**src/design/fetch_pkg.sv**
```systemverilog
package fetch_pkg;

	////////////////////////////////////////////////////////////////////////////
	// widths
	////////////////////////////////////////////////////////////////////////////

	localparam int ADDR_WIDTH = 64;                 // pc and byte addresses
	localparam int INST_WIDTH = 32;                 // one instruction
	localparam int LINE_WIDTH = 64;                 // two instructions per line
	localparam int LINE_OFFSET_BITS = 3;            // byte offset inside a line

	// instruction cache geometry
	localparam int ICACHE_INDEX_BITS = 4;
	localparam int ICACHE_LINES = 1 << ICACHE_INDEX_BITS;
	localparam int TAG_WIDTH = ADDR_WIDTH - ICACHE_INDEX_BITS - LINE_OFFSET_BITS; // pc[63:7]

	// backing memory, upper address bits ignored so it wraps
	localparam int MEM_INDEX_BITS = 8;
	localparam int MEM_LINES = 1 << MEM_INDEX_BITS;
	localparam int MEM_LATENCY = 4;                 // request to valid, in cycles

	// branch format
	localparam int BR_DISP_BITS = 21;               // signed word displacement in [20:0]

	////////////////////////////////////////////////////////////////////////////
	// enums
	////////////////////////////////////////////////////////////////////////////

	typedef enum logic {
		bus_none,                                   // no request this cycle
		bus_load                                    // read line at addr
	} bus_command_t;

	// opcode field is inst[31:26]
	typedef enum logic [5:0] {
		op_other = 6'h00,                           // anything that is not br
		op_br    = 6'h30                            // unconditional branch
	} opcode_t;

	typedef enum logic {
		cache_idle,
		cache_refill                                // waiting on backing memory
	} cache_state_t;

endpackage

```
**src/design/branch_predecode.sv**
```systemverilog
`timescale 1ns/1ps

module branch_predecode (
	input  logic [fetch_pkg::LINE_WIDTH-1:0] line,
	input  logic [fetch_pkg::ADDR_WIDTH-1:0] line_pc,    // aligned to 8
	output logic                             uncond1,
	output logic                             uncond2,
	output logic [fetch_pkg::ADDR_WIDTH-1:0] target1,
	output logic [fetch_pkg::ADDR_WIDTH-1:0] target2
);

	localparam int IW  = fetch_pkg::INST_WIDTH;
	localparam int DB  = fetch_pkg::BR_DISP_BITS;
	localparam int EXT = fetch_pkg::ADDR_WIDTH - DB - 2; // sign bits above disp*4

	logic [IW-1:0]                    inst_a;            // slot 1, lower word
	logic [IW-1:0]                    inst_b;            // slot 2, upper word
	fetch_pkg::opcode_t               op_a;
	fetch_pkg::opcode_t               op_b;
	logic [fetch_pkg::ADDR_WIDTH-1:0] offset_a;          // byte offset
	logic [fetch_pkg::ADDR_WIDTH-1:0] offset_b;
	logic [fetch_pkg::ADDR_WIDTH-1:0] pc_b;

	assign inst_a = line[IW-1:0];
	assign inst_b = line[2*IW-1:IW];

	// anything but br folds to op_other
	assign op_a = (inst_a[31:26] == fetch_pkg::op_br) ? fetch_pkg::op_br : fetch_pkg::op_other;
	assign op_b = (inst_b[31:26] == fetch_pkg::op_br) ? fetch_pkg::op_br : fetch_pkg::op_other;

	assign uncond1 = (op_a == fetch_pkg::op_br);
	assign uncond2 = (op_b == fetch_pkg::op_br);

	// word displacement, sign extended and scaled to bytes
	assign offset_a = {{EXT{inst_a[DB-1]}}, inst_a[DB-1:0], 2'b00};
	assign offset_b = {{EXT{inst_b[DB-1]}}, inst_b[DB-1:0], 2'b00};

	assign pc_b = line_pc + 4;                           // slot 2 address

	// relative to the instruction after the branch
	assign target1 = line_pc + 4 + offset_a;
	assign target2 = pc_b + 4 + offset_b;

endmodule

```
**config.mk**
```make
export PLATFORM = sky130hd
export DESIGN_NAME = branch_predecode
export DESIGN_NICKNAME = d
export VERILOG_FILES = /design/src/design/fetch_pkg.sv /design/src/design/branch_predecode.sv
export SDC_FILE = /design/constraint.sdc
export NUM_CORES = 1
export LEC_CHECK = 0
export BUFFER_PORTS_ARGS = -buffer_cell sky130_fd_sc_hd__clkbuf_2
export CAP_MARGIN = 20
export CORE_MARGIN = 5
export CORE_UTILIZATION = 55
export DETAILED_ROUTE_END_ITERATION = 10
export PLACE_DENSITY = 0.84
export SYNTH_ARGS = -nofsm -noshare
export SYNTH_HDL_FRONTEND = slang
export SYNTH_SLANG_ARGS = --single-unit
```
**constraint.sdc**
```tcl
create_clock -name vclk -period 17.05
set_clock_uncertainty 0.05 [all_clocks]
set_input_delay 1.705 -clock vclk [all_inputs]
set_output_delay 1.705 -clock vclk [all_outputs]
set_load 0.02 [all_outputs]
```
Yosys cells after proc, flatten, opt, wreduce, memory -nomap -nowiden
Index checks and enable logic that the tools add are counted.
{"block": "classes", "n_addsub": 4, "eq_ne": 4, "mux": 2}
{"op": "adder 64 x 3 -> 64 bit, second input constant", "count": 2}
{"op": "adder 64 bit", "count": 2}
{"op": "equality test 6 bit, second input constant", "count": 4}
{"op": "2-to-1 mux 6 bit", "count": 2}
{"block": "totals", "register_bits": 0, "inputBits": 128, "output_inout_bits": 130, "word_cells": 10}

Logic depth before layout (Yosys ltp)
Gate-level depths: netlist of the first run.
{"block": "depth", "depth_word": 3, "depth_mapped": 23}

Worst setup path before layout of the first run
No wires, ideal clock.
{"block": "synth_path", "path_kind": "input port to output port", "from": "in line_pc[4] (netlist bit)", "to": "out target2[62] (netlist bit)", "t_arrival_ns": 6.128, "t_required_ns": 15.295, "slack_ns": 9.167, "cell_stages": 20, "path_buffers": 2, "path_cell_list": "nand3_2 > or3_1 > or2_1 > buf_2 > nor3_1 > nand4_1 > xnor2_1 > ha_1 > ha_1 > clkbuf_1 > nand4_1 > nor2_1 > a21oi_1 > o211ai_1 > a221oi_1 > o21ai_1 > a21oi_1 > o31ai_2 > mux2i_1 > or4_1"}
{"block": "synth_between", "elab_chain_cells": 3}
{"element": "start: declaration", "line": "branch_predecode.sv:5", "text": "input logic [fetch_pkg::ADDR_WIDTH-1:0] line_pc,"}
{"element": "adder 64 x 3 -> 64 bit", "line": "branch_predecode.sv:38", "text": "assign pc_b = line_pc + 4;"}
{"element": "adder 64 x 3 -> 64 bit", "line": "branch_predecode.sv:42", "text": "assign target2 = pc_b + 4 + offset_b;"}
{"element": "adder 64 bit", "line": "branch_predecode.sv:42"}
{"element": "end: declaration", "line": "branch_predecode.sv:9", "text": "output logic [fetch_pkg::ADDR_WIDTH-1:0] target2"}
Every way passes these cells.

Final worst setup path of the first run
{"block": "layout_path", "from": "in line_pc[2] (netlist bit)", "to": "out target2[55] (netlist bit)"}
The elaborated chain is that of the path after synthesis.

==> results of run 1 <==
cell usage in the layout, fill, tap and decap left out, types with 7 or more instances in the layout:
cell and count:
inv_1 34, ha_1 183, or3_1 9, nor2b_1 16
xnor2_1 123, a21o_1 63, nor2_1 104, nand2_1 111
o21bai_1 31, nand4_1 50, clkbuf_2 242, a211oi_1 14
nor3_1 22, a21oi_1 143, nand2b_1 10, a31oi_1 15
nand3_1 50, o21ai_0 69, xor2_1 54, o21a_1 11
and3_1 21, nor4_1 7
layout make-up:
cell class / count / area (um2)
Multi-Input combinational cell: 1203 / 8620
Fill cell: 1505 / 5690
Timing Repair Buffer: 245 / 1230
Tap cell: 216 / 270
Inverter: 34 / 128
routing by layer:
layer  wire length (um)  vias to the layer above
met1              12500                     4810
li1                   -                     5175
met5                  0                        -
met4                946                        0
met3               2790                       65
met2              13200                      521
power by group:
part           leakage, nW  internal, mW  switching (mW)
clock network            0             0               0
registers                0             0               0
logic                 5.06         0.211           0.369
critical path, cell delays in order:
cell	delay [ns]
clkbuf_2	0.14
ha_1	0.22
inv_1	0.09
or3_1	0.46
nor3_1	0.50
nand3_1	0.16
xnor2_1	0.37
ha_1	0.31
ha_1	0.36
nand2_1	0.17
a2111oi_0	0.85
or3b_2	0.25
o21a_1	0.18
a21boi_0	0.22
o211a_1	0.34
o21bai_1	0.30
a21oi_1	0.14
xnor2_1	0.20
clkbuf_2	0.20
kinds of logic after synthesis:
| logic type | synth area share, % |
|---|---|
| and+or+nand+nor | 23.9 |
| adders and majority gates | 26.0 |
| xor gates and xnor gates | 17.3 |
| buffers and inverters | 3.89 |
| AOI/OAI and AO/OA | 28.8 |
| muxes | 0.237 |
metrics by stage:
| stage | cells | util, % | setup WS [ns] | instance area [um2] | power (mW) |
|---|---|---|---|---|---|
| 6_report | 1698 | 64.3 | 8.10 | 10300 | 0.580 |
| 5_1_grt | 1698 | 64.3 | 7.73 | 10300 | 0.628 |
| 4_1_cts | 1698 | 64.3 | 8.23 | 10300 | 0.575 |
| 3_5_place_dp | 1698 | 64.3 | 8.27 | 10300 | 0.572 |
| 3_3_place_gp | 1698 | 64.3 | 8.37 | 10300 | 0.565 |
| 2_1_floorplan | 1289 | - | 9.17 | 8970 | 0.401 |
final timing paths:
path / end / startpoint / depth (start not counted)
min: target1[0] / line_pc[0] / 0
max: target2[55] / line_pc[2] / 19
==> impl_metrics.toml, run 1 <==
[timing]
hold-worst-slack_ns = 3.36
final.setup.tns_ns = 0
layout_worst_path_cycle_share_pct = 52.5
max-slew-margin-rel_pct = 29.4
fmax_ghz = 0.112
rsz0062_at_grt = "no"
worstMarginPinSlew_ns = 1.03
maxSlewViolCount = 0
hold_viol = 0
min_period_ns = 8.95
setup_viol = 0

[place]
dpl.hpwl_um = 25400
numPortBuffers = 242
gp_congestion = 0.966

[global_routing]
grt.met1_usage_pct = 38.7
grt_pass1_wl_um = 45800
globalRouteOverflowTotal = 0
globalRoute.busiestLayer = "met2"
grt_pass1_vias = 9552
grt_start_max_net_pins = 43
grt_util_met3_pct = 3.47
grt_use_met2_pct = 48.2
grt.total_usage_pct = 28.8
antenna_found_initial = 0

[synthesis]
synth_largest_area_cell = "ha_1"
syn_area_um2 = 8970
synth-seq-area-share_pct = 0
synth_top_cells_by_area = "ha_1, xnor2_1, a21oi_1"
syn_avg_cell_area_um2 = 6.96
yosysMostFrequentCell = "ha_1"
synth_top_cell_area_share_pct = 25.5
syn_inst = 1289
syn_nets = 1602
yosysWarnings = 0
synthDistinctLibCells = 68
synthTopCellsByCount = "ha_1, a21oi_1, xnor2_1, nand2_1, nor2_1"

[worst_setup_path]
startpoint_type = "primary input"
path_max_fanout = 6
path_class = "in2out"
cp.arrival_ns = 7.19
worstSetupEndpointType = "primary output"
worstPathRequired_ns = 15.29

[die]
initial_core_util_pct = 56.3
num_rows = 46
dieHeight_um = 138
die_area_um2 = 19000
pin_count = 258
die-width_um = 138
core_area_um2 = 15900

[clocking]
ctsHoldBuffers = 0
cts-resized-gates = 0
cts_setup_buffers = 0

[pwr]
powerDensity_nw_per_um2 = 56.6
vdd_drop_max_uv = 35.4
power.leakage_nw = 5.06

[hold_path]
hold_path.class = "in2out"

[detailed_routing]
drt_iter0_markers = 762
drt-total-wl_um = 29400
ant_nets = 0
post_drt_wl_per_cell_um = 17.3
first_pass_iters = 7
vias = 10600
drc = 0
viasPerCell = 6.23

[final_layout]
nClkBuffers = 0
drive_gt1_share_pct = 17.9
finalNetCount = 1797
syn_to_final_growth_pct = 14.3
seq_area_um2 = 0
antenna_cells = 0
flops_and_latches = 0

[run]
maxCapViolCount = 0

[outcome]
status = "completed"
Note: power is estimated with default switching activity, not from simulation.
==> inputs of run 2 (changes only) <==
--- a/config.mk
+++ b/config.mk
@@ -8,9 +8,9 @@
 export BUFFER_PORTS_ARGS = -buffer_cell sky130_fd_sc_hd__clkbuf_2
 export CAP_MARGIN = 20
 export CORE_MARGIN = 5
-export CORE_UTILIZATION = 55
+export CORE_UTILIZATION = 51
 export DETAILED_ROUTE_END_ITERATION = 10
-export PLACE_DENSITY = 0.84
+export PLACE_DENSITY = 0.82
 export SYNTH_ARGS = -nofsm -noshare
 export SYNTH_HDL_FRONTEND = slang
 export SYNTH_SLANG_ARGS = --single-unit
==> constraint.sdc (replaced) <==
create_clock -name vclk -period 7.5
set_clock_uncertainty 0.05 [all_clocks]
set_input_delay 0.75 -clock vclk [all_inputs]
set_output_delay 0.75 -clock vclk [all_outputs]
set_load 0.02 [all_outputs]
==> run 2 against run 1 <==
Against the previous run:
- cell area is 0.26% higher
- die area is 7.3% higher
- critical path type unchanged
- setup slack worse by 7.5 ns
- critical path depth is 1 higher
- combinational power is 130% higher
- clock-buffer cell count stayed put
- first-iteration DRC count is 10% lower
- routed wire length is 0.91% lower
==> impl_metrics.toml, run 2 (synthesis results as in run 1) <==
[outcome]
status = "completed"

[detailed_routing]
ant_nets = 0
drt_iter0_markers = 684
drt-total-wl_um = 29200
vias = 10400
first_pass_iters = 6
viasPerCell = 6.08
post_drt_wl_per_cell_um = 17.1
drc = 0

[final_layout]
drive_gt1_share_pct = 18.0
antenna_cells = 0
flops_and_latches = 0
nClkBuffers = 0
finalNetCount = 1799
final_common_cell = "clkbuf_2"
seq_area_um2 = 0
layout_common_cells = "clkbuf_2, ha_1, a21oi_1, xnor2_1, nand2_1"
syn_to_final_growth_pct = 14.6

[hold_path]
hold_path.class = "in2out"
min_from = "line_pc[1]"
hold_end = "target1[1]"
whs_path_depth = 0

[timing]
max-slew-margin-rel_pct = 46.4
rsz0062_at_grt = "no"
hold-worst-slack_ns = 1.45
hold_viol = 0
setup_viol = 0
final.setup.tns_ns = 0
worstMarginPinSlew_ns = 0.799
fmax_ghz = 0.144
maxSlewViolCount = 0
layout_worst_path_cycle_share_pct = 92.4
min_period_ns = 6.93

[worst_setup_path]
worstPathRequired_ns = 6.70
startpoint_type = "primary input"
path_class = "in2out"
cp.arrival_ns = 6.13
worstSetupEndpointType = "primary output"
path_max_fanout = 7

[global_routing]
antenna_found_initial = 0
grt_start_max_net_pins = 29
grt_pass1_vias = 9537
globalRouteOverflowTotal = 0
grt_pass1_wl_um = 46200
grt.total_usage_pct = 26.7

[pwr]
vdd_drop_max_uv = 91.6
powerDensity_nw_per_um2 = 128
power_mw = 1.32
power.leakage_nw = 5.07

[die]
die-width_um = 143
num_rows = 48
die_area_um2 = 20300
core_area_um2 = 17300
pin_count = 258
dieHeight_um = 143
initial_core_util_pct = 51.9

[place]
gp_congestion = 0.989
numPortBuffers = 242
dpl.hpwl_um = 25400

[clocking]
cts-resized-gates = 0
ctsHoldBuffers = 0
cts_setup_buffers = 0

[run]
maxCapViolCount = 0
-- run 2: cell count changes in the layout (fill, tap and decap cells not counted), sizes merged --
cell and delta:
buf +2
-- run 2: worst max path at each step --
stage                      startpoint     endpoint  slack (ns)  cells after the start
after global routing      line_pc[18]  target2[62]        0.06                     21
final                      line_pc[4]  target2[62]        0.57                     20
after global placement     line_pc[5]  target2[62]        0.80                     20
after detailed placement   line_pc[4]  target2[62]        0.68                     20
after CTS                  line_pc[5]  target2[62]        0.66                     20
after floorplan            line_pc[4]  target2[62]        1.53                     20
-- run 2: area by class of cell --
cell class | instances | area, um2
multi-input cells | 1203 | 8620
well taps | 225 | 282
fillers | 1645 | 7020
inverters | 34 | 128
repair buffers | 247 | 1250
-- run 2: per-layer routing --
layer,share of wire [%],vias up,track usage [%]
li1,-,5191,-
met1,44,4687,37.7
met2,46,459,46.2
met3,7.2,52,0.871
met4,2.2,0,4.15
met5,0,-,0
-- run 2: through the flow --
| step | instance area, um2 | cells | setup WS, ns | util [%] |
|---|---|---|---|---|
| after floorplan | 8970 | 1289 | 1.53 | - |
| after CTS | 10300 | 1709 | 0.656 | 59.4 |
| after global routing | 10300 | 1709 | 0.0604 | 59.4 |
| after detailed placement | 10300 | 1709 | 0.685 | 59.4 |
| after global placement | 10300 | 1709 | 0.804 | 59.4 |
| final | 10300 | 1709 | 0.571 | 59.4 |
-- run 2: critical path, stage by stage --
cell	delay, ns
clkbuf_2	0.13
nand3_2	0.13
or3_1	0.45
or2_1	0.37
nor3_1	0.66
nand4_1	0.19
xnor2_1	0.30
ha_1	0.29
ha_1	0.43
nand4_1	0.15
nor2_1	0.20
a21oi_1	0.10
o211ai_1	0.13
a221oi_1	0.11
o21ai_1	0.13
a21oi_1	0.17
o31ai_2	0.56
mux2i_1	0.14
or4_1	0.54
clkbuf_2	0.18
-- run 2: where the power goes --
group	switching [mW]	internal [mW]	leakage [nW]	total, mW
logic	0.837	0.481	5.07	1.32
clock network	0	0	0	0
registers	0	0	0	0
total	0.837	0.481	5.07	1.32
==> inputs of run 3 (changes only) <==
==> config.mk (replaced) <==
export PLATFORM = sky130hd
export DESIGN_NAME = branch_predecode
export DESIGN_NICKNAME = d
export VERILOG_FILES = /design/src/design/fetch_pkg.sv /design/src/design/branch_predecode.sv
export SDC_FILE = /design/constraint.sdc
export NUM_CORES = 1
export LEC_CHECK = 0
export CAP_MARGIN = 20
export CORE_MARGIN = 5
export CORE_UTILIZATION = 55
export DETAILED_ROUTE_END_ITERATION = 10
export DONT_BUFFER_PORTS = 1
export GPL_TIMING_DRIVEN = 0
export PLACE_DENSITY = 0.73
export SYNTH_ARGS = -nofsm -noshare
export SYNTH_HDL_FRONTEND = slang
export SYNTH_SLANG_ARGS = --single-unit
==> run 3 against run 2 <==
Against the previous run:
- maximum frequency shrank 0.64%
- critical endpoint unchanged
- sequential share of layout area is the same
- cell area shrank 10%
- highest routed layer unchanged
- critical path depth is the same
- die area shrank 6.8%
- cell count shrank 12%
==> impl_metrics.toml, run 3 (synthesis results as in run 1) <==
[outcome]
status = "completed"

[final_layout]
syn_to_final_growth_pct = 3.15
fin_area_um2 = 9260
drive_gt1_share_pct = 2.17
fillers = 1607
flops_and_latches = 0
antenna_cells = 0
final_common_cell = "ha_1"
finalNetCount = 1605
final_core_util_pct = 58.1
layout_common_cells = "ha_1, a21oi_1, xnor2_1, nand2_1, nor2_1"
seq_area_um2 = 0
nClkBuffers = 0

[die]
initial_core_util_pct = 56.3
dieHeight_um = 138
die_area_um2 = 19000
core_area_um2 = 15900
die-width_um = 138
pin_count = 258
num_rows = 46

[detailed_routing]
post_drt_wl_per_cell_um = 18.9
vias = 9546
drc = 0
drt-total-wl_um = 28400
first_pass_iters = 6
drt_iter0_markers = 692
ant_nets = 0
viasPerCell = 6.34

[place]
dpl.hpwl_um = 24600
place_area_um2 = 9240
gp_congestion = 0.944
numPortBuffers = 0

[timing]
worstMarginPinSlew_ns = 0.956
fmax_ghz = 0.143
rsz0062_at_grt = "no"
hold_viol = 0
final.setup.tns_ns = 0
maxSlewViolCount = 0
max-slew-margin-rel_pct = 35.4
layout_worst_path_cycle_share_pct = 93.0
min_period_ns = 6.97
setup_viol = 0

[worst_setup_path]
crit_path_end = "target2[62]"
startpoint_type = "primary input"
startpoint = "line_pc[4]"
cp.arrival_ns = 6.17
path_max_fanout = 8
worstPathRequired_ns = 6.70
path_class = "in2out"
worstSetupEndpointType = "primary output"

[run]
maxCapViolCount = 0

[pwr]
power.leakage_nw = 4.15
powerDensity_nw_per_um2 = 121
vdd_drop_max_uv = 63.3
power_mw = 1.12

[clocking]
cts-resized-gates = 0
ctsHoldBuffers = 0
cts_setup_buffers = 0

[global_routing]
antenna_found_initial = 0
grt_pass1_vias = 8705
grt_pass1_wl_um = 44300
grt.total_usage_pct = 28.3
grt_start_max_net_pins = 43
globalRouteOverflowTotal = 0

[hold_path]
hold_path.class = "in2out"
-- run 3: report_power, final --
part           internal [mW]  switching, mW  leakage (nW)
clock network              0              0             0
registers                  0              0             0
logic                  0.347          0.768          4.15
total                  0.347          0.768          4.15
-- run 3: layout make-up --
cell class	count	area, um2	share of cell area (%)
repair buffers	1	12.5	0.135
well taps	216	270	2.92
inverters	34	128	1.38
multi-input cells	1203	8620	93.2
plain buffers	52	221	2.39
-- run 3: worst min path at each step --
stage | startpoint | to | slack, ns | cells past startpoint
4_1_cts | line_pc[1] | target1[1] | 1.57 | 1
3_5_place_dp | line_pc[1] | target1[1] | 1.57 | 1
6_report | line_pc[1] | target1[1] | 1.56 | 1
2_1_floorplan | line_pc[0] | target1[0] | 1.56 | 1
3_3_place_gp | line_pc[1] | target2[1] | 1.57 | 1
5_1_grt | line_pc[1] | target2[1] | 1.57 | 1
-- run 3: routing by layer --
metal	GRT usage (%)	up-vias	wire length [um]
met2	44.7	451	11900
li1	-	4786	-
met5	0	-	0
met4	6.86	0	974
met1	37.9	4244	12300
met3	8.07	65	3190
-- run 3: worst max-delay path: stages --
cell and delay (ns):
nand3_2 0.11, or3_1 0.47, or2_1 0.25, buf_2 0.17, nor3_1 0.64, nand2_1 0.15
xnor2_1 0.33, ha_1 0.30, ha_1 0.27, clkbuf_1 0.29, nand4_1 0.18, nor2_1 0.20
a21oi_1 0.10, o211ai_1 0.13, a221oi_1 0.11, o21ai_1 0.15, a21oi_1 0.17, o31ai_2 0.56
mux2i_1 0.14, or4_1 0.67
-- run 3: metrics by stage --
stage / hold slack (ns) / std cells / worst slack, ns
after global routing: 1.57 / 1506 / 0.193
after global placement: 1.57 / 1505 / 0.626
after detailed placement: 1.57 / 1505 / 0.642
after CTS: 1.57 / 1505 / 0.614
after floorplan: 1.56 / 1289 / 1.53
final: 1.56 / 1506 / 0.526
