File: src/design/fetch_pkg.sv
package fetch_pkg;

	////////////////////////////////////////////////////////////////////////////
	// widths
	////////////////////////////////////////////////////////////////////////////

	localparam int ADDR_WIDTH = 64;                 // pc and byte addresses
	localparam int INST_WIDTH = 32;                 // one instruction
	localparam int LINE_WIDTH = 64;                 // two instructions per line
	localparam int LINE_OFFSET_BITS = 3;            // byte offset inside a line

	// instruction cache geometry
	localparam int ICACHE_INDEX_BITS = 4;
	localparam int ICACHE_LINES = 1 << ICACHE_INDEX_BITS;
	localparam int TAG_WIDTH = ADDR_WIDTH - ICACHE_INDEX_BITS - LINE_OFFSET_BITS; // pc[63:7]

	// backing memory, upper address bits ignored so it wraps
	localparam int MEM_INDEX_BITS = 8;
	localparam int MEM_LINES = 1 << MEM_INDEX_BITS;
	localparam int MEM_LATENCY = 4;                 // request to valid, in cycles

	// branch format
	localparam int BR_DISP_BITS = 21;               // signed word displacement in [20:0]

	////////////////////////////////////////////////////////////////////////////
	// enums
	////////////////////////////////////////////////////////////////////////////

	typedef enum logic {
		bus_none,                                   // no request this cycle
		bus_load                                    // read line at addr
	} bus_command_t;

	// opcode field is inst[31:26]
	typedef enum logic [5:0] {
		op_other = 6'h00,                           // anything that is not br
		op_br    = 6'h30                            // unconditional branch
	} opcode_t;

	typedef enum logic {
		cache_idle,
		cache_refill                                // waiting on backing memory
	} cache_state_t;

endpackage

File: src/design/fetch_ifs.sv
`timescale 1ns/1ps

// fetch stage <-> instruction cache, hit is combinational on addr
interface icache_if;
	logic [fetch_pkg::ADDR_WIDTH-1:0] addr;         // pc aligned down to 8
	fetch_pkg::bus_command_t          command;
	logic [fetch_pkg::LINE_WIDTH-1:0] data;         // line at addr
	logic                             hit;          // only meaningful on bus_load

	modport fetch (output addr, output command, input data, input hit);
	modport cache (input addr, input command, output data, output hit);
endinterface


File: src/design/fetch_stage.sv
`timescale 1ns/1ps

module fetch_stage (
	input  logic                                clock,
	input  logic                                reset,
	input  logic                                rs_stall,      // reservation station full
	input  logic                                rob_stall,     // reorder buffer full
	input  logic                                rat_stall,     // free list empty
	input  logic                                structure_hazard_stall,
	input  logic                                mispredict,
	input  logic [fetch_pkg::ADDR_WIDTH-1:0]    target_pc,
	input  logic                                uncond1,       // br in slot 1
	input  logic                                uncond2,       // br in slot 2
	input  logic [fetch_pkg::ADDR_WIDTH-1:0]    target1,
	input  logic [fetch_pkg::ADDR_WIDTH-1:0]    target2,
	icache_if.fetch                             cache,
	output logic [fetch_pkg::INST_WIDTH-1:0]    inst1,
	output logic [fetch_pkg::INST_WIDTH-1:0]    inst2,
	output logic                                inst1_valid,
	output logic                                inst2_valid,
	output logic [fetch_pkg::ADDR_WIDTH-1:0]    fetch_pc
);

	logic [fetch_pkg::ADDR_WIDTH-1:0] pc;
	logic [fetch_pkg::ADDR_WIDTH-1:0] next_pc;
	fetch_pkg::bus_command_t          next_command;
	logic                             reset_follow;  // first cycle out of reset
	logic                             stall;
	logic                             fetch_hit;     // hit on a real load
	logic [fetch_pkg::INST_WIDTH-1:0] slot1;
	logic [fetch_pkg::INST_WIDTH-1:0] slot2;

	assign stall = rs_stall || rob_stall || rat_stall || structure_hazard_stall;
	assign fetch_hit = cache.hit && (cache.command == fetch_pkg::bus_load);

	assign cache.addr = {pc[fetch_pkg::ADDR_WIDTH-1:fetch_pkg::LINE_OFFSET_BITS],
		{fetch_pkg::LINE_OFFSET_BITS{1'b0}}};
	assign slot1 = cache.data[fetch_pkg::INST_WIDTH-1:0];          // lower word
	assign slot2 = cache.data[fetch_pkg::LINE_WIDTH-1:fetch_pkg::INST_WIDTH];
	assign fetch_pc = pc;

	////////////////////////////////////////////////////////////////////////////
	// pc, command and reset-follow registers
	////////////////////////////////////////////////////////////////////////////

	always_ff @(posedge clock)
	begin
		if (reset)
		begin
			pc            <= '0;
			cache.command <= fetch_pkg::bus_none;
			reset_follow  <= 1'b1;
		end
		else
		begin
			pc            <= next_pc;
			cache.command <= next_command;
			reset_follow  <= 1'b0;
		end
	end

	////////////////////////////////////////////////////////////////////////////
	// next pc and slot outputs
	////////////////////////////////////////////////////////////////////////////

	always_comb
	begin
		next_pc      = pc;                       // hold by default
		next_command = fetch_pkg::bus_load;
		inst1        = '0;
		inst2        = '0;
		inst1_valid  = 1'b0;
		inst2_valid  = 1'b0;
		if (mispredict)
		begin
			next_pc = target_pc;                 // nothing delivered this cycle
		end
		else if (reset_follow)
		begin
			next_pc = pc;                        // start loading at reset pc
		end
		else if (fetch_hit && !stall)
		begin
			if (pc[2])
			begin
				// pc at 8n+4, only the upper word is ours
				inst1       = slot2;
				inst1_valid = 1'b1;
				next_pc     = uncond2 ? target2 : pc + 4;
			end
			else
			begin
				inst1       = slot1;
				inst1_valid = 1'b1;
				if (uncond1)
				begin
					next_pc = target1;           // slot 2 is on the wrong path
				end
				else
				begin
					inst2       = slot2;
					inst2_valid = 1'b1;
					next_pc     = uncond2 ? target2 : pc + 8;
				end
			end
		end
		else if (!cache.hit && stall)
		begin
			next_command = fetch_pkg::bus_none;  // no new refill while stalled
		end
	end

endmodule

File: src/flat_wrapper.sv
// flat-port wrapper written by rule: the top's interface ports become plain ports
module fetch_stage_flat 
  (clock, reset, rs_stall, rob_stall, rat_stall, structure_hazard_stall, mispredict, target_pc, uncond1, uncond2, target1, target2, inst1, inst2, inst1_valid, inst2_valid, fetch_pc, cache_addr, cache_command, cache_data, cache_hit);
  icache_if cache_i ();
  input  logic clock;
  input  logic reset;
  input  logic rs_stall;
  input  logic rob_stall;
  input  logic rat_stall;
  input  logic structure_hazard_stall;
  input  logic mispredict;
  input  logic [fetch_pkg::ADDR_WIDTH-1:0] target_pc;
  input  logic uncond1;
  input  logic uncond2;
  input  logic [fetch_pkg::ADDR_WIDTH-1:0] target1;
  input  logic [fetch_pkg::ADDR_WIDTH-1:0] target2;
  output logic [fetch_pkg::INST_WIDTH-1:0] inst1;
  output logic [fetch_pkg::INST_WIDTH-1:0] inst2;
  output logic inst1_valid;
  output logic inst2_valid;
  output logic [fetch_pkg::ADDR_WIDTH-1:0] fetch_pc;
  output wire logic [$bits(cache_i.addr)-1:0] cache_addr;
  output wire logic [$bits(cache_i.command)-1:0] cache_command;
  input wire logic [$bits(cache_i.data)-1:0] cache_data;
  input wire logic [$bits(cache_i.hit)-1:0] cache_hit;
  assign cache_addr = cache_i.addr;
  assign cache_command = cache_i.command;
  assign cache_i.data = cache_data;
  assign cache_i.hit = cache_hit;
  fetch_stage u_core (.clock(clock), .reset(reset), .rs_stall(rs_stall), .rob_stall(rob_stall), .rat_stall(rat_stall), .structure_hazard_stall(structure_hazard_stall), .mispredict(mispredict), .target_pc(target_pc), .uncond1(uncond1), .uncond2(uncond2), .target1(target1), .target2(target2), .cache(cache_i), .inst1(inst1), .inst2(inst2), .inst1_valid(inst1_valid), .inst2_valid(inst2_valid), .fetch_pc(fetch_pc));
endmodule
File: config.mk
export PLATFORM = sky130hd
export DESIGN_NAME = fetch_stage_flat
export DESIGN_NICKNAME = d
export VERILOG_FILES = /design/src/design/fetch_pkg.sv /design/src/design/fetch_ifs.sv /design/src/design/fetch_stage.sv /design/src/flat_wrapper.sv
export SDC_FILE = /design/constraint.sdc
export NUM_CORES = 1
export LEC_CHECK = 0
export BUFFER_PORTS_ARGS = -buffer_cell sky130_fd_sc_hd__buf_2
export CORE_AREA = 5 5 178 180
export DETAILED_ROUTE_END_ITERATION = 10
export DIE_AREA = 0 0 183 185
export GPL_ROUTABILITY_DRIVEN = 0
export SYNTH_ARGS = -nofsm -noshare
export SYNTH_HDL_FRONTEND = slang
export SYNTH_SLANG_ARGS = --single-unit
File: constraint.sdc
create_clock -name clock -period 4.3 [get_ports clock]
set_input_delay 0.215 -clock clock [delete_from_list [all_inputs] [get_ports clock]]
set_output_delay 0.215 -clock clock [all_outputs]
set_load 0.01 [all_outputs]
# --- Word-level counts from Yosys, hierarchy flattened ---
# Index checks and enable logic that the tools add are counted.
op_classes:
  n_div: 0
  bitwise_logic: 0
  n_mux: 29
  n_mul: 0
  shifts: 0
  reduce_logical: 10
  eq_ne: 1
  n_lt_le_gt_ge: 0
  n_addsub: 2
ops:
  columns: ["operator", "n"]
  rows:
  - ["64-bit two-way mux", 7]
  - ["32-bit two-way mux", 9]
  - ["64-bit by 3-bit adder with 64-bit output (second input constant)", 1]
  - ["64-bit by 4-bit adder with 64-bit output (second input constant)", 1]
  - ["1-bit two-way mux", 13]
  - ["1-bit logical AND", 3]
  - ["1-bit logical OR", 3]
  - ["1-bit logical NOT", 2]
  - ["2-bit != test (second input constant)", 1]
  - ["2-bit AND reduction", 1]
  - ["2-bit nonzero test", 1]
totals:
  memories: 0
  latch_bits: 0
  reg_bits: 66
  input_bits: 266
  romBits: 0
  word_cells: 45
  ramBits: 0
  out_inout_bits: 195

# --- Depth between registers and ports, before layout ---
# Gate-level depths: netlist of the first run.
depth:
  word_depth: 8
  mapped_depth: 10
  mapped_depth_nobuf: 8

# --- Least setup slack after synthesis of the first run ---
# Ideal clock, no wire load.
synth_path:
  path_kind: "register -> register"
  start: "register u_core.pc, in the netlist u_core.fetch_pc[4]"
  end: "register u_core.pc, in the netlist u_core.fetch_pc[49]"
  period_less_slack_ns: 2.309
  t_arrival_ns: 2.192
  setup_slack_ns: 1.991
  stages_incl_launch_ff: 10
  required_time_ns: 4.183
  n_path_buf: 1
  setup_ns: 0.117
  cell_sequence: "dfxtp_1 -> ha_1 -> nand4_1 -> nor3_2 -> and4_1 -> clkbuf_2 -> and3_1 -> nor4bb_1 -> o21ai_0 -> a32o_1"
synth_between:
  elab_chain_len: 7
  elab_cells_between_ends: 9
  classes_between: "add/sub (2); mux (7)"
synth_rtl:
  columns: ["item", "line", "source"]
  rows:
  - ["from (decl)", "fetch_stage.sv:24", "logic [fetch_pkg::ADDR_WIDTH-1:0] pc;"]
  - ["from (signal assigned)", "fetch_stage.sv:56", "pc <= next_pc;"]
  - ["64-bit by 4-bit adder with 64-bit output", "fetch_stage.sv:103", "next_pc = uncond2 ? target2 : pc + 8;"]
  - ["64-bit two-way mux", "fetch_stage.sv:103", null]
  - ["64-bit two-way mux", "fetch_stage.sv:95", "if (uncond1)"]
  - ["64-bit two-way mux *", "fetch_stage.sv:84", "if (pc[2])"]
  - ["64-bit two-way mux *", "fetch_stage.sv:82", "else if (fetch_hit && !stall)"]
  - ["64-bit two-way mux *", "fetch_stage.sv:78", "else if (reset_follow)"]
  - ["64-bit two-way mux *", "fetch_stage.sv:74", "if (mispredict)"]
# Mark *: on every way between the ends. The rest lies on a longest branch, timed or not. The select of a mux whose other input is x is not followed.
# A chain may end at the register's enable or synchronous reset.

# --- Worst setup path in the final report of the first run ---
layout_path:
  start: "register u_core.pc, in the netlist u_core.fetch_pc[4]"
  end: "register u_core.pc, in the netlist u_core.fetch_pc[63]"
# Same word-level chain as after synthesis.

==> summary.txt, run 1 <==
Clocking
  – Clock Latency Late Sink: 0.35 ns
  – CTS Buf Count: 9
  – Post-CTS Hold Fix Bufs: 0
  – Num Clock Sinks: 66
  – CTS tree: done
  – H-tree depth: 3
  – CTS resizes: 0
  – CTS clock-pin slew for the worst setup and hold paths: 0.06 ns
  – CTS root buf: clkbuf_16
  – Clk buf depth: 2
  – Post-CTS Setup Inserts: 0

Placement
  – Hpwl dp: 32.6 mm
  – Placed Area: 9540 um2
  – # placed instances: 1832
  – # port buffers: 457

Die
  – Cell row count: 64
  – Die Ht: 185 um
  – I/O pin cnt: 461
  – Total die area: 33900 um2
  – Initial Utilization: 24.7%
  – Core area: 30000 um2
  – Die Width: 183 um

STA
  – Max Clock Skew: 0.0113 ns
  – Minimum clock period: 3.30 ns
  – Worst-Margin Slew: 1.24 ns
  – Final Max Slew Viols: 0
  – Period utilization: 76.7%
  – Max transition margin: 17.0%
  – Unrepaired setup endpoints after global routing: false
  – Hold WS: 0.106 ns
  – Final hold vios: 0
  – Setup_tns: 0 ns
  – # setup viols final: 0
  – Highest clock rate: 0.303 GHz

Detailed routing
  – DRC viols: 0
  – Per-cell routed wire length: 22.6 um
  – Total Wirelength: 41.8 mm
  – TritonRoute pass-1 iters: 6
  – Via count: 9996
  – Vias per cell: 5.40
  – DRT antenna net count: 0
  – DRT iter0 DRCs: 833

Setup path
  – Critical path's slowest cell: nor4_1
  – Largest stage delay on the critical path: 0.83 ns
  – Worst Path Required: 4.50 ns
  – Worst EP arrival: 3.50 ns
  – Crit Path Max Fanout: 9
  – Worst Setup Start Kind: register
  – WS Path Type: reg -> reg
  – Critical path, cell by cell: ha_1 -> nand4_1 -> nor3_2 -> nand3_2 -> nor4_1 -> xor2_1 -> nor2_1 -> o22ai_1
  – Crit path capture type: register

Layout
  – Synth-to-Final Area Change: 33.3%
  – Fin area: 9870 um2
  – Final Non-Filler Cells: 1852
  – Final Util: 32.9%
  – Most frequent cells in the layout: 456 x buf_2, 130 x nor2_1, 117 x nand2_1, 95 x a21oi_1, 65 x dfxtp_1
  – Fill cell count: 3339
  – Layout net count: 1715
  – Share of cells above drive strength 1: 35.5%
  – Commonest non-fill, non-tap cell in the layout: buf_2

Synthesis
  – FFs w/ async S/R, synth: 0%
  – Seq cells post-synth: 66
  – Post-synth EDFFs: 0
  – Post-synth cell types: 67
  – Post-synth top flop: dfxtp_1
  – Syn_area_per_cell: 6.66 um2
  – Ys Warns: 0
  – Post-Syn Instances: 1112
  – Sequential share of the synthesized area: 17.8%
  – Mapped Area: 7410 um2

Power
  – Leak: 4.58 nW
  – VDD IR-drop max: 0.173 mV
  – Pwr/cell area: 216 nW/um2

Global route
  – Initial antenna violation count: 7
  – Global route total overflow: 0
  – Gr usage total: 23.1%
  – Pin count of the biggest net entering global routing: 69
  – First-pass GRT wire length: 60.1 mm
  – Number of global-route vias before repair: 9637

Run
  – Max_cap viols: 0

Hold path
  – Worst hold path type: in -> reg

Status
  – Status: completed
==> flip-flops by register name (all words and copies together) (netlist names) <==
name	flops
u_core.cache.command	1
u_core.fetch_pc	64
u_core.reset_follow	1
==> cell type report <==
type | instances | area, um2 | area share, %
inverters | 22 | 83.8 | 0.849
repair buffers | 473 | 2420 | 24.5
flip-flops and latches | 66 | 1330 | 13.4
well taps | 396 | 495 | 5.02
multi-input cells | 875 | 5210 | 52.8
diodes | 4 | 10.0 | 0.101
clock buffers | 11 | 264 | 2.67
clock inverters | 5 | 60.1 | 0.608
==> path summary, 6_finish.rpt <==
kind	slack, ns	from	to	cells after the start
hold / removal	0.11	target_pc[3]	u_core.fetch_pc[3]	3
setup reg to reg	1.00	u_core.fetch_pc[4]	u_core.fetch_pc[63]	8
setup / recovery	1.00	u_core.fetch_pc[4]	u_core.fetch_pc[63]	8
hold reg to reg	0.60	u_core.reset_follow	u_core.cache.command	2
==> critical path: cells and delay by family, from the launching register on <==
kind                     cells  cell delay, ns
AND/OR/NAND/NOR              5            2.15
flip-flops                   1            0.51
XOR/XNOR                     1            0.13
AO/OA/AOI/OAI                1            0.09
adder cells (fa/ha/maj)      1            0.27
==> report_power, final <==
part	switching (mW)	internal, mW	total [mW]
combinational	0.325	0.251	0.576
sequential	0.0932	0.647	0.740
clock	0.316	0.502	0.817
==> cells by family (layout without fill, tap and decap cells) <==
logic type               Yosys count  in the layout  synth area share, %
AND/OR/NAND/NOR                  492            492                 33.1
AO/OA/AOI/OAI                    277            277                 23.7
buffers and inverters            173            511                 12.3
flip-flops                        66             66                 17.8
XOR/XNOR                          59             59                 6.98
multiplexers                      42             42                 5.71
adder cells (fa/ha/maj)            2              2                0.338
other                              1              7               0.0506
==> cell usage after synthesis (3+ instances only) <==
master,number,area share (%)
nor2_1,132,6.7
nand2_1,118,6.0
a21oi_1,95,6.4
dfxtp_1,66,18
buf_4,65,6.6
clkbuf_1,63,3.2
o21ai_0,61,4.1
and3_1,52,4.4
nand3_1,43,2.9
mux2i_1,40,5.4
nor3_1,40,2.7
or3_1,31,2.6
xnor2_1,31,3.7
xor2_1,28,3.3
nand4_1,24,2.0
o211ai_1,20,2.0
o22ai_1,20,1.7
inv_1,19,0.96
a221oi_1,14,1.7
nor4_1,13,1.1
buf_1,11,0.56
buf_2,11,0.74
a311oi_1,8,0.95
a221o_1,7,0.95
and2_1,7,0.59
and4_1,7,0.83
o221ai_1,7,0.83
a31oi_1,5,0.42
nand2b_1,5,0.42
o2111ai_1,4,0.47
o31ai_1,4,0.41
o32ai_1,4,0.47
a211oi_1,3,0.30
a21o_1,3,0.30
a22oi_1,3,0.30
a32oi_1,3,0.35
nor3_2,3,0.41
nor4_2,3,0.51
==> per-stage QoR <==
stage          setup slack, ns  power (mW)
6_report                  1.00        2.13
2_1_floorplan             1.99        1.05
3_3_place_gp              1.16        1.32
5_1_grt                  0.948        2.23
3_5_place_dp              1.12        1.33
4_1_cts                   1.11        2.15
==> layer usage <==
layer / GRT usage [%] / routed length [um] / vias to the layer above
met5: 0 / 30 / -
met2: 41.7 / 21200 / 544
met4: 7.66 / 1270 / 4
met1: 28.3 / 16500 / 4717
met3: 3.02 / 2820 / 74
li1: - / - / 4657
No activity file was read; power rests on OpenSTA's default activity.
==> inputs of run 2 (changes only) <==
- CORE_AREA: 5 5 178 180 -> 5 5 174 176
- DIE_AREA: 0 0 183 185 -> 0 0 179 181
- clock period: 4.3 -> 2.75 ns (I/O delays scaled with it)
==> run 2 against run 1 <==
Against the previous run:
- non-clock buffer count increased by 59
- routed wire length rose by 3.4%
- critical path depth stayed put
- clock skew is 0.0040 ns lower
- critical endpoint is now u_core.fetch_pc[37]
- combinational power rose by 79%
- fmax rose by 27%
- worst hold slack got worse by 0.073 ns
- global-route usage grew 2.3 points
- largest cell class unchanged
- largest power group unchanged
- register-to-register slack got worse by 0.86 ns
==> summary.txt, run 2 (synthesis gave the netlist of run 1 again) <==
Detailed routing
  – Vias per cell: 5.41 (was 5.40)
  – TritonRoute pass-1 iters: 5 (was 6)
  – Via count: 10262 (was 9996)
  – Per-cell routed wire length: 22.8 um (was 22.6 um)
  – DRT iter0 DRCs: 881 (was 833)
  – DRC viols: 0 (unchanged)
  – Total Wirelength: 43.2 mm (was 41.8 mm)
  – DRT antenna net count: 0 (unchanged)

Layout
  – Layout net count: 1774 (was 1715)
  – Fill cell count: 3168 (was 3339)
  – Fin area: 10300 um2 (was 9870 um2)
  – Final Util: 36.2% (was 32.9%)
  – Synth-to-Final Area Change: 39.2% (was 33.3%)
  – Commonest non-fill, non-tap cell in the layout: buf_2 (unchanged)
  – Most frequent cells in the layout: 456 x buf_2, 130 x nor2_1, 117 x nand2_1, 95 x a21oi_1, 75 x buf_4 (was 456 x buf_2, 130 x nor2_1, 117 x nand2_1, 95 x a21oi_1, 65 x dfxtp_1)
  – Max reg flops: 64 (unchanged)
  – Share of cells above drive strength 1: 38.2% (was 35.5%)

STA
  – # setup viols final: 0 (unchanged)
  – Minimum clock period: 2.60 ns (was 3.30 ns)
  – Max Clock Skew: 0.00726 ns (was 0.0113 ns)
  – Worst-Margin Slew: 0.784 ns (was 1.24 ns)
  – Period utilization: 94.7% (was 76.7%)
  – Final hold vios: 0 (unchanged)
  – Final Max Slew Viols: 0 (unchanged)
  – Max transition margin: 46.4% (was 17.0%)
  – Highest clock rate: 0.384 GHz (was 0.303 GHz)

Clocking
  – H-tree depth: 3 (unchanged)
  – Num Clock Sinks: 66 (unchanged)
  – CTS Buf Count: 9 (unchanged)
  – Clk buf depth: 2 (unchanged)
  – CTS root buf: clkbuf_16 (unchanged)
  – CTS clock-pin slew for the worst setup and hold paths: 0.06 ns (about the same)
  – Clock Latency Late Sink: 0.35 ns (about the same)
  – Post-CTS Hold Fix Bufs: 0 (unchanged)
  – CTS tree: done (unchanged)

Die
  – Total die area: 32400 um2 (was 33900 um2)
  – Cell row count: 62 (was 64)
  – Core area: 28500 um2 (was 30000 um2)
  – Initial Utilization: 26.0% (was 24.7%)
  – Die Width: 179 um (was 183 um)
  – Die Ht: 181 um (was 185 um)
  – I/O pin cnt: 461 (unchanged)

Run
  – Max_cap viols: 0 (unchanged)

Global route
  – Number of global-route vias before repair: 9870 (was 9637)
  – First-pass GRT wire length: 63.2 mm (was 60.1 mm)
  – Initial antenna violation count: 8 (was 7)
  – Global route total overflow: 0 (unchanged)
  – Pin count of the biggest net entering global routing: 67 (was 69)
  – Gr usage total: 25.4% (was 23.1%)

Power
  – VDD IR-drop max: 0.305 mV (was 0.173 mV)
  – Leak: 4.90 nW (was 4.58 nW)
  – Pwr/cell area: 333 nW/um2 (was 216 nW/um2)

Setup path
  – Worst EP arrival: 2.88 ns (was 3.50 ns)
  – Critical path, cell by cell: ha_1 -> nand4_1 -> nor3_4 -> nand4_1 -> or3_1 -> a21oi_1 -> o21ai_0 -> a21oi_1 (was ha_1 -> nand4_1 -> nor3_2 -> nand3_2 -> nor4_1 -> xor2_1 -> nor2_1 -> o22ai_1)
  – Delay-heaviest family, CP: simple AND/OR/NAND/NOR gates (unchanged)
  – Crit Path Max Fanout: 9 (unchanged)
  – Critical path's slowest cell: or3_1 (was nor4_1)
  – WS Path Type: reg -> reg (unchanged)
  – Buf/Inv on CP: 0 (unchanged)
  – Worst Path Required: 3.03 ns (was 4.50 ns)
  – Crit path capture type: register (unchanged)
  – Largest stage delay on the critical path: 0.45 ns (was 0.83 ns)
  – Worst Setup Start Kind: register (unchanged)

Placement
  – # port buffers: 457 (unchanged)
  – Placed Area: 9950 um2 (was 9540 um2)
  – Hpwl dp: 34.5 mm (was 32.6 mm)

Hold path
  – Worst hold path type: in -> reg (unchanged)

Status
  – Status: completed (unchanged)
run 2: area by class of cell:
cell class	count	area [um2]	share of cell area, %
multi-input combinational	875	5220	50.7
timing repair buffer	532	2870	27.8
sequential	66	1320	12.8
tap	384	480	4.66
clock buffer	9	225	2.18
clock inverter	7	101	0.983
inverter	22	83.8	0.813
antenna	3	7.51	0.0728
run 2: power breakdown:
part	total [mW]	internal, mW	switching (mW)
registers	1.09	1.01	0.0773
logic	1.03	0.434	0.592
clock network	1.32	0.803	0.519
total	3.44	2.25	1.19
run 2: what timing repair did:
item                                    4_1_cts  5_1_grt
buffers inserted                              0        2
pin swaps                                     1        2
endpoints found under the hold margin         0        0
endpoints found under the setup margin        3       16
resized for setup                             1        2
run 2: tightest hold or removal path: cells and delay by family:
kind                   cells  cell delay [ns]
buffers and inverters      1             0.08
AND/OR/NAND/NOR            1             0.07
AO/OA/AOI/OAI              1             0.06
run 2: metrics by stage:
step                      hold WS [ns]  std cells  worst slack, ns  power, mW  setup TNS [ns]
final                           0.0330       1898            0.146       3.44               0
after global placement           0.384       1877           0.0706       2.11               0
after global routing            0.0437       1897         -0.00248       3.60        -0.00248
after detailed placement         0.384       1877          -0.0173       2.13         -0.0173
after CTS                       0.0267       1893           0.0573       3.45               0
after floorplan                  0.165       1114            0.441       1.64               0
run 2: metal layers:
layer	vias up	global-route usage (%)	routed length (um)
met5	-	0	57
met4	12	7.37	1140
met3	80	4.08	3590
met1	4842	35.5	18700
met2	558	39.9	19700
li1	4770	-	-
run 2: path summary, 6_finish.rpt:
check,slack [ns],to,cells past startpoint,from
worst max-delay path,0.15,u_core.fetch_pc[37],8,u_core.fetch_pc[3]
worst min-delay path,0.03,u_core.fetch_pc[3],3,target_pc[3]
worst min register to register,0.57,u_core.fetch_pc[0],3,u_core.fetch_pc[0]
worst max register to register,0.15,u_core.fetch_pc[37],8,u_core.fetch_pc[3]
==> inputs of run 3 (changes only) <==
- clock period: 2.75 -> 2.8 ns (I/O delays scaled with it)
==> run 3 against run 2 <==
Against the previous run:
- first-iteration DRC count grew 7.4%
- combinational power is essentially flat
- sequential share of layout area is essentially flat
- non-clock buffer count shrank 4
- count of clock-buffer cells in the layout grew 1
- final cell count shrank 0.37%
- fmax grew 0.60%
==> summary.txt, run 3 (synthesis gave the netlist of run 1 again) <==
Setup path
  – Largest stage delay on the critical path: 0.67 ns (was 0.45 ns)
  – Crit path capture type: register (unchanged)
  – Worst setup path start: u_core.fetch_pc[2] (was u_core.fetch_pc[3])
  – R2r startpoint: u_core.fetch_pc[2] (was u_core.fetch_pc[3])
  – Crit Path Max Fanout: 40 (was 9)
  – Worst Setup Start Kind: register (unchanged)
  – Critical path, cell by cell: buf_4 -> buf_6 -> nor3_1 -> a21oi_1 -> nor2_1 -> a2111oi_0 -> nor3_1 -> a21oi_1 -> nor2_1 (was ha_1 -> nand4_1 -> nor3_4 -> nand4_1 -> or3_1 -> a21oi_1 -> o21ai_0 -> a21oi_1)
  – WS Path Type: reg -> reg (unchanged)
  – Reg2Reg Setup Slack: 0.21 ns (was 0.15 ns)
  – Critical path's slowest cell: a2111oi_0 (was or3_1)
  – Worst EP arrival: 2.82 ns (was 2.88 ns)
  – FF-to-FF End: u_core.fetch_pc[3] (was u_core.fetch_pc[37])
  – Worst Path Required: 3.03 ns (about the same)
  – Worst R2R Path Depth: 9 (was 8)

STA
  – Max transition margin: 50.4% (was 46.4%)
  – Final hold vios: 0 (unchanged)
  – Setup_tns: 0 ns (unchanged)
  – Minimum clock period: 2.59 ns (was 2.60 ns)
  – Final Max Slew Viols: 0 (unchanged)
  – # setup viols final: 0 (unchanged)
  – Unrepaired setup endpoints after global routing: false
  – Min setup slack post-route: 0.212 ns (was 0.146 ns)
  – Highest clock rate: 0.386 GHz (was 0.384 GHz)
  – Max Clock Skew: 0.00923 ns (was 0.00726 ns)
  – Period utilization: 92.4% (was 94.7%)
  – Worst-Margin Slew: 0.726 ns (was 0.784 ns)

Detailed routing
  – DRC viols: 0 (unchanged)
  – Vias per cell: 5.46 (was 5.41)
  – TritonRoute pass-1 iters: 6 (was 5)
  – Total Wirelength: 43.4 mm (was 43.2 mm)
  – Per-cell routed wire length: 23.0 um (was 22.8 um)
  – DRT antenna net count: 0 (unchanged)
  – Via count: 10320 (was 10262)
  – DRT iter0 DRCs: 946 (was 881)

Clocking
  – Clock Latency Late Sink: 0.35 ns (about the same)
  – Num Clock Sinks: 66 (unchanged)
  – Post-CTS Hold Fix Bufs: 0 (unchanged)
  – CTS Buf Count: 9 (unchanged)
  – CTS clock-pin slew for the worst setup and hold paths: 0.07 ns (was 0.06 ns)
  – CTS tree: done (unchanged)
  – Clk buf depth: 2 (unchanged)
  – CTS root buf: clkbuf_16 (unchanged)
  – H-tree depth: 3 (unchanged)

Placement
  – Pre-CTS setup slack: 0.177 ns (was -0.0173 ns)
  – # port buffers: 457 (unchanged)
  – Hpwl dp: 34.7 mm (was 34.5 mm)

Die
  – Die Ht: 181 um (unchanged)
  – I/O pin cnt: 461 (unchanged)
  – Initial Utilization: 26.0% (unchanged)
  – Die Width: 179 um (unchanged)
  – Core area: 28500 um2 (unchanged)
  – Cell row count: 62 (unchanged)
  – Total die area: 32400 um2 (unchanged)

Layout
  – Most frequent cells in the layout: 456 x buf_2, 130 x nor2_1, 117 x nand2_1, 95 x a21oi_1, 69 x buf_4 (was 456 x buf_2, 130 x nor2_1, 117 x nand2_1, 95 x a21oi_1, 75 x buf_4)
  – Area of the multi-input gates: 5220 um2 (about the same)
  – Register Area: 1320 um2 (about the same)
  – Synth-to-Final Area Change: 39.5% (was 39.2%)
  – Max reg flops: 64 (unchanged)
  – Share of cells above drive strength 1: 37.9% (was 38.2%)
  – N_diodes: 0 (was 3)
  – Fill cell count: 3134 (was 3168)
  – Commonest non-fill, non-tap cell in the layout: buf_2 (unchanged)
  – Layout net count: 1770 (was 1774)

Hold path
  – Worst hold path type: in -> reg (unchanged)
  – Hold path start: target_pc[47] (was target_pc[3])
  – Hold endpoint: u_core.fetch_pc[47] (was u_core.fetch_pc[3])
  – WHS Path Cells: 3 (unchanged)

Global route
  – Global route total overflow: 0 (unchanged)
  – First-pass GRT wire length: 63.7 mm (was 63.2 mm)
  – Gr usage total: 25.5% (was 25.4%)
  – Initial antenna violation count: 4 (was 8)
  – Number of global-route vias before repair: 9799 (was 9870)
  – Pin count of the biggest net entering global routing: 67 (unchanged)

Run
  – Max_cap viols: 0 (unchanged)

Status
  – Status: completed (unchanged)

Power
  – Pwr/cell area: 346 nW/um2 (was 333 nW/um2)
  – Leak: 4.91 nW (was 4.90 nW)
  – VDD IR-drop max: 0.248 mV (was 0.305 mV)
-- run 3: what timing repair did --
action,in CTS,in global routing
resized for setup,0,2
setup buffers,0,1
endpoints found under the setup margin,0,4
-- run 3: worst max path at each step --
stage	to	slack [ns]	cells after the start
2_1_floorplan	u_core.fetch_pc[49]	0.49	9
3_3_place_gp	u_core.fetch_pc[3]	0.17	9
3_5_place_dp	u_core.fetch_pc[3]	0.18	9
4_1_cts	u_core.fetch_pc[3]	0.15	9
5_1_grt	u_core.fetch_pc[62]	0.06	9
6_report	u_core.fetch_pc[3]	0.21	9
-- run 3: critical path, delay by kind of cell, from the launching register on --
| kind | cells | cell delay (ns) |
|---|---|---|
| DFF | 1 | 0.33 |
| AOI/OAI and AO/OA | 3 | 1.04 |
| buffers and inverters | 2 | 0.76 |
| and+or+nand+nor | 4 | 0.32 |
-- run 3: per-layer routing --
| layer | vias up | track usage (%) | wire, um |
|---|---|---|---|
| li1 | 4758 | - | - |
| met1 | 4846 | 35.3 | 18800 |
| met2 | 623 | 40.5 | 19700 |
| met3 | 87 | 4.74 | 3840 |
| met4 | 6 | 7.12 | 1090 |
| met5 | - | 0 | 28 |
-- run 3: layout make-up --
class | instances | share of cell area (%)
Tap cell | 384 | 4.65
Timing Repair Buffer | 528 | 27.6
Clock inverter | 6 | 1.33
Clock buffer | 10 | 2.31
Inverter | 22 | 0.811
Sequential cell | 66 | 12.8
Multi-Input combinational cell | 875 | 50.5
-- run 3: metrics by stage --
stage	instance area, um2	std cells	hold WS [ns]	power, mW	utilization [%]
6_report	10300	1891	0.0421	3.57	36.3
5_1_grt	10300	1891	0.0466	3.72	36.3
4_1_cts	10300	1890	0.0303	3.59	36.2
3_5_place_dp	9940	1874	0.392	2.09	34.9
3_3_place_gp	9940	1874	0.392	2.08	34.9
2_1_floorplan	7410	1114	0.168	1.61	-
-- run 3: where the power goes --
part	total (mW)	leakage, nW	internal [mW]	switching (mW)
clock	1.49	0.183	0.989	0.503
combinational	1.01	4.18	0.426	0.581
sequential	1.08	0.545	0.994	0.0817
